<file path="src/dataPath_config.svh">
`ifndef DATAPATH_CONFIG_SVH
`define DATAPATH_CONFIG_SVH

// register and bus width
`define DP_DATA_WIDTH 32

// size of the register file
`define DP_REG_COUNT 32

// bits in a register number
`define DP_REG_ADDR_WIDTH 5

`endif

</file>
<file path="src/dataPathPkg.sv">
`include "dataPath_config.svh"

package dataPathPkg;

  typedef logic [`DP_DATA_WIDTH-1:0] word_t;
  typedef logic [`DP_REG_ADDR_WIDTH-1:0] regAddr_t;

  // one select bit per byte lane
  typedef logic [`DP_DATA_WIDTH/8-1:0] byteSel_t;

  // encoding 2'b11 is unused and handled like a word
  typedef enum logic [1:0] {
    sizeByte = 2'b00,
    sizeHalf = 2'b01,
    sizeWord = 2'b10
  } accSize_t;

  typedef enum logic [1:0] {
    opWrite = 2'b00,
    opRead  = 2'b01,
    opLoad  = 2'b10,
    opStore = 2'b11
  } cmdOp_t;

  typedef enum logic [1:0] {
    stIdle,
    stReadRegs,
    stBusCycle,
    stFinish
  } ctrlState_t;

endpackage

</file>
<file path="src/regPortIf.sv">
interface regPortIf;

  // read addresses, A and B are operands, D is the store source
  dataPathPkg::regAddr_t readAddrA;
  dataPathPkg::regAddr_t readAddrB;
  dataPathPkg::regAddr_t readAddrD;

  // registered read data, one cycle behind the address
  dataPathPkg::word_t readDataA;
  dataPathPkg::word_t readDataB;
  dataPathPkg::word_t readDataD;

  logic writeEnable;
  dataPathPkg::regAddr_t writeAddr;
  dataPathPkg::word_t writeData;

  modport ctrl (
    output readAddrA, readAddrB, readAddrD,
    output writeEnable, writeAddr, writeData,
    input  readDataA, readDataB, readDataD
  );

  modport rf (
    input  readAddrA, readAddrB, readAddrD,
    input  writeEnable, writeAddr, writeData,
    output readDataA, readDataB, readDataD
  );

endinterface

</file>
<file path="src/regFile.sv">
`include "dataPath_config.svh"

module regFile (
  input logic  gclk,
  input logic  reset,
  regPortIf.rf regs
);

  dataPathPkg::word_t regArray [`DP_REG_COUNT];

  // value seen by a read port in this cycle
  function automatic dataPathPkg::word_t readPort(input dataPathPkg::regAddr_t addr);
    dataPathPkg::word_t value;
    if (addr == '0) begin
      value = '0;
    end else if (regs.writeEnable && (regs.writeAddr == addr)) begin
      // same-cycle write is passed straight through
      value = regs.writeData;
    end else begin
      value = regArray[addr];
    end
    return value;
  endfunction

  // register 0 is never stored
  always_ff @(posedge gclk) begin
    if (regs.writeEnable && (regs.writeAddr != '0)) begin
      regArray[regs.writeAddr] <= regs.writeData;
    end
  end

  always_ff @(posedge gclk) begin
    if (reset) begin
      regs.readDataA <= '0;
      regs.readDataB <= '0;
      regs.readDataD <= '0;
    end else begin
      regs.readDataA <= readPort(regs.readAddrA);
      regs.readDataB <= readPort(regs.readAddrB);
      regs.readDataD <= readPort(regs.readAddrD);
    end
  end

  // register 0 read on any port gives zero in the next cycle
  property zeroReg(addr, data);
    @(posedge gclk) disable iff (reset) (addr == '0) |=> (data == '0);
  endproperty

  zeroRegA: assert property (zeroReg(regs.readAddrA, regs.readDataA));
  zeroRegB: assert property (zeroReg(regs.readAddrB, regs.readDataB));
  zeroRegD: assert property (zeroReg(regs.readAddrD, regs.readDataD));

endmodule

</file>
<file path="src/loadAlign.sv">
`include "dataPath_config.svh"

module loadAlign (
  input  dataPathPkg::word_t    dataIn,
  input  logic [1:0]            addrLow,
  input  dataPathPkg::accSize_t size,
  output dataPathPkg::word_t    dataOut
);

  logic [7:0] byteLane;
  logic [15:0] halfLane;

  // lane picked by the low address bits
  assign byteLane = dataIn[{addrLow, 3'b000} +: 8];

  // upper or lower half, bit 0 is already checked by the store aligner
  assign halfLane = dataIn[{addrLow[1], 4'b0000} +: 16];

  always_comb begin
    case (size)
      dataPathPkg::sizeByte: begin
        dataOut = {{(`DP_DATA_WIDTH-8){1'b0}}, byteLane};
      end
      dataPathPkg::sizeHalf: begin
        dataOut = {{(`DP_DATA_WIDTH-16){1'b0}}, halfLane};
      end
      default: begin
        dataOut = dataIn;
      end
    endcase
  end

endmodule

</file>
<file path="src/storeAlign.sv">
`include "dataPath_config.svh"

module storeAlign (
  input  dataPathPkg::word_t    dataIn,
  input  logic [1:0]            addrLow,
  input  dataPathPkg::accSize_t size,
  output dataPathPkg::word_t    dataOut,
  output dataPathPkg::byteSel_t byteSel,
  output logic                  misaligned
);

  always_comb begin
    case (size)
      dataPathPkg::sizeByte: begin
        // same byte on every lane, one lane selected
        dataOut    = {(`DP_DATA_WIDTH/8){dataIn[7:0]}};
        byteSel    = dataPathPkg::byteSel_t'(1) << addrLow;
        misaligned = 1'b0;
      end
      dataPathPkg::sizeHalf: begin
        dataOut    = {(`DP_DATA_WIDTH/16){dataIn[15:0]}};
        byteSel    = addrLow[1] ? 4'b1100 : 4'b0011;
        // odd address
        misaligned = addrLow[0];
      end
      default: begin
        dataOut    = dataIn;
        byteSel    = '1;
        misaligned = (addrLow != 2'b00);
      end
    endcase
  end

endmodule

</file>
<file path="src/dataPathControl.sv">
`include "dataPath_config.svh"

module dataPathControl (
  input  logic                  gclk,
  input  logic                  reset,
  input  logic                  cmdValid,
  input  dataPathPkg::cmdOp_t   cmdOp,
  input  dataPathPkg::accSize_t cmdSize,
  input  dataPathPkg::regAddr_t cmdRd,
  input  dataPathPkg::regAddr_t cmdRa,
  input  dataPathPkg::regAddr_t cmdRb,
  input  dataPathPkg::word_t    cmdData,
  output logic                  cmdReady,
  output logic                  doneValid,
  output logic                  doneError,
  output dataPathPkg::word_t    resultA,
  output dataPathPkg::word_t    resultB,
  output logic                  wbCyc,
  output logic                  wbStb,
  output logic                  wbWe,
  output dataPathPkg::word_t    wbAdr,
  output dataPathPkg::byteSel_t wbSel,
  output dataPathPkg::word_t    wbDatOut,
  input  logic                  wbAck,
  regPortIf.ctrl                regs,
  input  dataPathPkg::word_t    storeData,
  input  dataPathPkg::byteSel_t storeSel,
  input  logic                  misaligned,
  input  dataPathPkg::word_t    loadData,
  output dataPathPkg::word_t    accAddr,
  output dataPathPkg::accSize_t accSize
);

  dataPathPkg::ctrlState_t state;
  dataPathPkg::cmdOp_t opReg;
  dataPathPkg::regAddr_t rdReg;
  dataPathPkg::regAddr_t raReg;
  dataPathPkg::regAddr_t rbReg;
  dataPathPkg::word_t dataReg;
  dataPathPkg::word_t sumAddr;

  assign cmdReady  = (state == dataPathPkg::stIdle);
  assign doneValid = (state == dataPathPkg::stFinish);

  // addresses follow the command while idle, so data is there right after accept
  assign regs.readAddrA = cmdReady ? cmdRa : raReg;
  assign regs.readAddrB = cmdReady ? cmdRb : rbReg;
  assign regs.readAddrD = cmdReady ? cmdRd : rdReg;

  // register A plus offset
  assign sumAddr = regs.readDataA + dataReg;
  assign accAddr = (state == dataPathPkg::stReadRegs) ? sumAddr : wbAdr;

  // writeback for a write command or a good load
  assign regs.writeEnable = doneValid && !doneError &&
                            ((opReg == dataPathPkg::opWrite) || (opReg == dataPathPkg::opLoad));
  assign regs.writeAddr   = rdReg;
  assign regs.writeData   = (opReg == dataPathPkg::opWrite) ? dataReg : resultA;

  always_ff @(posedge gclk) begin
    if (reset) begin
      state     <= dataPathPkg::stIdle;
      wbCyc     <= 1'b0;
      wbStb     <= 1'b0;
      wbWe      <= 1'b0;
      doneError <= 1'b0;
    end else begin
      case (state)
        dataPathPkg::stIdle: begin
          if (cmdValid) begin
            doneError <= 1'b0;
            state <= (cmdOp == dataPathPkg::opWrite) ? dataPathPkg::stFinish
                                                     : dataPathPkg::stReadRegs;
          end
        end
        dataPathPkg::stReadRegs: begin
          if (opReg == dataPathPkg::opRead) begin
            state <= dataPathPkg::stFinish;
          end else if (misaligned) begin
            // never reaches the bus
            doneError <= 1'b1;
            state     <= dataPathPkg::stFinish;
          end else begin
            wbCyc <= 1'b1;
            wbStb <= 1'b1;
            wbWe  <= (opReg == dataPathPkg::opStore);
            state <= dataPathPkg::stBusCycle;
          end
        end
        dataPathPkg::stBusCycle: begin
          if (wbAck) begin
            wbCyc <= 1'b0;
            wbStb <= 1'b0;
            wbWe  <= 1'b0;
            state <= dataPathPkg::stFinish;
          end
        end
        default: begin
          state <= dataPathPkg::stIdle;
        end
      endcase
    end
  end

  // command fields and bus payload
  always_ff @(posedge gclk) begin
    if (cmdReady && cmdValid) begin
      opReg   <= cmdOp;
      accSize <= cmdSize;
      rdReg   <= cmdRd;
      raReg   <= cmdRa;
      rbReg   <= cmdRb;
      dataReg <= cmdData;
    end
    if (state == dataPathPkg::stReadRegs) begin
      resultA  <= regs.readDataA;
      resultB  <= regs.readDataB;
      wbAdr    <= sumAddr;
      wbSel    <= storeSel;
      wbDatOut <= storeData;
    end
    if ((state == dataPathPkg::stBusCycle) && wbAck && (opReg == dataPathPkg::opLoad)) begin
      resultA <= loadData;
    end
  end

  stbInCyc: assert property (@(posedge gclk) disable iff (reset) wbStb |-> wbCyc);

  // bus request held until the slave answers
  wbHold: assert property (@(posedge gclk) disable iff (reset)
    (wbStb && !wbAck) |=> $stable({wbAdr, wbSel, wbDatOut, wbWe}));

endmodule

</file>
<file path="src/dataPathTop.sv">
`include "dataPath_config.svh"

module dataPathTop (
  input  logic                  gclk,
  input  logic                  reset,
  input  logic                  cmdValid,
  input  dataPathPkg::cmdOp_t   cmdOp,
  input  dataPathPkg::accSize_t cmdSize,
  input  dataPathPkg::regAddr_t cmdRd,
  input  dataPathPkg::regAddr_t cmdRa,
  input  dataPathPkg::regAddr_t cmdRb,
  input  dataPathPkg::word_t    cmdData,
  output logic                  cmdReady,
  output logic                  doneValid,
  output logic                  doneError,
  output dataPathPkg::word_t    resultA,
  output dataPathPkg::word_t    resultB,
  output logic                  wbCyc,
  output logic                  wbStb,
  output logic                  wbWe,
  output dataPathPkg::word_t    wbAdr,
  output dataPathPkg::byteSel_t wbSel,
  output dataPathPkg::word_t    wbDatOut,
  input  dataPathPkg::word_t    wbDatIn,
  input  logic                  wbAck
);

  dataPathPkg::word_t    storeData;
  dataPathPkg::byteSel_t storeSel;
  logic                  misaligned;
  dataPathPkg::word_t    loadData;
  dataPathPkg::word_t    accAddr;
  dataPathPkg::accSize_t accSize;

  regPortIf regsBus ();

  regFile regFile_inst (
    .gclk  (gclk),
    .reset (reset),
    .regs  (regsBus)
  );

  loadAlign loadAlign_inst (
    .dataIn  (wbDatIn),
    .addrLow (accAddr[1:0]),
    .size    (accSize),
    .dataOut (loadData)
  );

  // store source comes straight from read port D
  storeAlign storeAlign_inst (
    .dataIn     (regsBus.readDataD),
    .addrLow    (accAddr[1:0]),
    .size       (accSize),
    .dataOut    (storeData),
    .byteSel    (storeSel),
    .misaligned (misaligned)
  );

  dataPathControl dataPathControl_inst (
    .*,
    .regs (regsBus)
  );

endmodule

</file>
<file path="config.mk">
export PLATFORM = sky130hd
export DESIGN_NAME = dataPathTop
export DESIGN_NICKNAME = d
export VERILOG_FILES = /design/src/dataPathPkg.sv /design/src/regPortIf.sv /design/src/regFile.sv /design/src/loadAlign.sv /design/src/storeAlign.sv /design/src/dataPathControl.sv /design/src/dataPathTop.sv
export VERILOG_INCLUDE_DIRS = /design/src
export SDC_FILE = /design/constraint.sdc
export NUM_CORES = 2
export LEC_CHECK = 0
export ABC_AREA = 1
export BUFFER_PORTS_ARGS = -buffer_cell sky130_fd_sc_hd__buf_2
export CORE_AREA = 2 2 515 517
export CTS_CLUSTER_DIAMETER = 150
export DETAILED_ROUTE_END_ITERATION = 8
export DIE_AREA = 0 0 517 519
export PLACE_DENSITY_LB_ADDON = 0.2
export SLEW_MARGIN = 10
export SYNTH_ARGS = -nofsm -noshare
export SYNTH_HDL_FRONTEND = slang
export SYNTH_HIERARCHICAL = 1
export SYNTH_SLANG_ARGS = --single-unit
</file>
<file path="constraint.sdc">
create_clock -name gclk -period 5.8 [get_ports gclk]
set_input_delay 0 -clock gclk [delete_from_list [all_inputs] [get_ports gclk]]
set_output_delay 0 -clock gclk [all_outputs]
set_load 0.03 [all_outputs]
</file>
==> flow_metrics.tcl <==
set metrics [dict create \
    io_buffers 224 \
    synthXorXnorAreaFrac 0.00268 \
    start_kind "flop" \
    crit_chain "inv_1 > ha_1 > buf_4 > clkinv_1 > nand2_1 > nand2_4 > buf_4 > buf_4 > nand3_1 > nand3_1 > nand2_1 > nand3_1 > nand2_1 > a21oi_1" \
    final_cells 14500 \
    syn_area_um2 78500 \
    postCtsSetupBuffers 0 \
    async_flop_share 0 \
    crit_path_end_kind "flop" \
    fin_crit_sh 0.870 \
    synth_top_family_by_area "simple AND/OR/NAND/NOR gates" \
    max_stage_delay_ns 0.89 \
    multi_input_area_um2 34000 \
    critPathKind "reg2reg" \
    min_path_type "in2reg" \
    setup-violations-final 0 \
    dr_total_vias 78800 \
    ctsLongestPathBuffers 4 \
    pin_count 225 \
    first_global_vias 72700 \
    layout-drive-gt1-share 0.0842 \
    synth_edf_count 1175 \
    relSlewSlack 0.144 \
    grt_max_degree 173 \
    drt_iter0_drc 12200 \
    track_usage 0.284 \
    whs_ns 0.0649 \
    leakagePower_nw 39.5 \
    die_width_um 517 \
    synthMostInstantiatedCell "nand2_1" \
    synth_compound_area_frac 0.0326 \
    synthTopCellsByArea "edfxtp_1 (45%), nand2_1 (21%), nand3_1 (11%), nor2_1 (4.8%), inv_1 (4.4%)" \
    path_delay_family "buffers and inverters" \
    synth-simple-area-share 0.377 \
    htreeDepth 4 \
    ys_seq_elements 1308 \
    fill_cells 27500 \
    cts-root-buf "clkbuf_16" \
    violations "design-rule violations" \
    firstDrtPassIters 9 \
    crit_cells 14 \
    yosys_warnings 6 \
    synth_top_area_share 0.450 \
    vdd_drop_max_mv 0.745 \
    synth_flop_cell "edfxtp_1" \
    design_area_um2 90200 \
    dieArea_um2 268000 \
    fmax_ghz 0.198 \
    synth.area.mux_share 0.00918 \
    hpwl_mm 231 \
    globalplace.congestion 0.932 \
    drt-total-wl_mm 395 \
    path_buf_inv 5 \
    min_path_cells 2 \
    cts_tree "yes" \
    finalMaxSlewViolations 0 \
    cts_buffers 163 \
    grt_pass1_wl_mm 548 \
    seq_area_um2 37900 \
    cap_violations 0 \
    clk_latency_ns 0.88 \
    synth_area_leader_cell "edfxtp_1" \
    path_max_fanout 43 \
    cts_resized 0 \
    syn_area_per_cell_um2 7.32 \
    clock_sinks 1308 \
    reg2reg_depth 14 \
    power_density_nw_per_um2 638 \
    syn_to_final_growth_pct 15.0 \
    start_util 0.298 \
    cp.required_ns 6.46 \
    post-route-min-period_ns 5.05 \
    slowest_stage "buf_4" \
    rsz0062_at_grt "false" \
    synthDistinctLibCells 52 \
    dieHeight_um 519 \
    dpl_cell_area_um2 83400 \
    critPathArrivalTime_ns 5.71 \
    grt_overflow 0 \
    ys_seq_area_frac 0.484 \
    row_count 189 \
    fin_setup_tns_ns 0 \
    synthAdderAreaFrac 0.00584 \
    skew_ns 0.0486 \
    cts.clk_slew.worst_paths_ns 0.06 \
    worst_slew_pin_slew_ns 1.28 \
    avgRoutedWirePerCell_um 27.3 \
    outcome "finished with violations" \
    syn_inst 10700 \
    netlist_top_cells_count "nand2_1 (4,337), nand3_1 (1,763), edfxtp_1 (1,175), nor2_1 (1,003), inv_1 (926)" \
    antenna_found_initial 29 \
    drc 2 \
    dp.cells 14000 \
    post_drt_via_cell_ratio 5.44 \
    detail-route-antenna-nets 0 \
    hold_violations 0 \
    core_area_um2 263000 \
    final_nets 10900 \
]
==> power by group <==
part           internal [mW]  switching (mW)  leakage [nW]  total (mW)
Sequential              12.2            1.21          11.8        13.4
Clock                   6.21            4.39          2.62        10.6
Combinational           8.09            25.5          25.1        33.6
==> worst register-to-register path: stages, from the launching register on <==
cell and delay, ns:
dfxtp_1 0.43, inv_1 0.09, ha_1 0.21, buf_4 0.21, clkinv_1 0.33, nand2_1 0.16
nand2_4 0.44, buf_4 0.61, buf_4 0.92, nand3_1 0.20, nand3_1 0.13, nand2_1 0.10
nand3_1 0.11, nand2_1 0.23, a21oi_1 0.71
==> worst paths after layout <==
check,to,slack [ns],from
max,regFile_inst/regs.readDataA[22],0.75,dataPathControl_inst/state[0]
min,dataPathControl_inst/raReg[0],0.06,cmdRa[0]
max reg2reg,regFile_inst/regs.readDataA[22],0.75,dataPathControl_inst/state[0]
min reg2reg,dataPathControl_inst/wbAdr[29],0.45,dataPathControl_inst/wbAdr[29]
==> layout by cell type, fill, tap and decap left out, drive strengths merged, types with 3 or more instances in the layout <==
cell type	netlist	layout
inv	958	964
or2	7	7
clkbuf	248	194
nand4	8	8
buf	448	443
nor3	10	10
o21ai	172	172
nand3b	4	4
ha	35	35
edfxtp	1175	1175
nand2	4360	4360
nand3	1787	1787
o21bai	3	3
clkinvlp	0	5
xnor2	19	19
diode	0	14
conb	1	32
clkinv	2	67
a21oi	155	155
o211ai	112	112
bufinv	0	21
nor2	1014	1014
xor2	5	5
dlygate4sd3	0	145
mux2	64	64
dfxtp	133	133
==> state kept, by name (all words and copies together), names as in the netlist, 4 cells and up <==
| name | flops |
|---|---|
| dataPathControl_inst/dataReg | 32 |
| dataPathControl_inst/raReg | 5 |
| dataPathControl_inst/rbReg | 5 |
| dataPathControl_inst/regs.writeAddr | 5 |
| dataPathControl_inst/resultA | 32 |
| dataPathControl_inst/resultB | 32 |
| dataPathControl_inst/wbAdr | 32 |
| dataPathControl_inst/wbDatOut | 32 |
| dataPathControl_inst/wbSel | 4 |
| regFile_inst/regArray | 1024 |
| regFile_inst/regs.readDataA | 32 |
| regFile_inst/regs.readDataB | 32 |
| regFile_inst/regs.readDataD | 32 |
==> final cells by class <==
type	instances	area share
clock buffers	194	0.0475
repair buffers	588	0.0528
well taps	3533	0.0490
inverters	960	0.0406
clock inverters	97	0.0117
diodes	14	0.000388
flip-flops and latches	1308	0.421
multi-input cells	7794	0.377
==> kinds of logic after synthesis <==
| family | Yosys count |
|---|---|
| AND/OR/NAND/NOR | 7192 |
| buffers and inverters | 1656 |
| flip-flops | 1308 |
| adder cells (fa/ha/maj) | 36 |
| multiplexers | 64 |
| AO/OA/AOI/OAI | 446 |
| XOR/XNOR | 24 |
| other | 1 |
==> through the flow <==
step | utilization | total power [mW] | setup slack, ns
finish | 0.342 | 57.6 | 0.753
floorplan | - | 32.5 | 1.77
CTS | 0.342 | 56.5 | 1.05
global route | 0.342 | 59.8 | 0.726
detailed placement | 0.317 | 45.8 | 1.03
global placement | 0.317 | 45.7 | 1.06
==> repair_timing <==
action | in CTS | in global routing
endpoints found under the setup margin | 0 | 0
endpoints found under the hold margin | 97 | 0
hold buffers | 145 | 0
==> layer usage <==
layer,routed length [um],part of all wire,GRT usage
met3,49100,0.12,0.0685
met1,154000,0.39,0.374
met4,23700,0.060,0.149
met5,345,0.00087,0
met2,168000,0.43,0.428
Power figures use the tool's default switching activity.
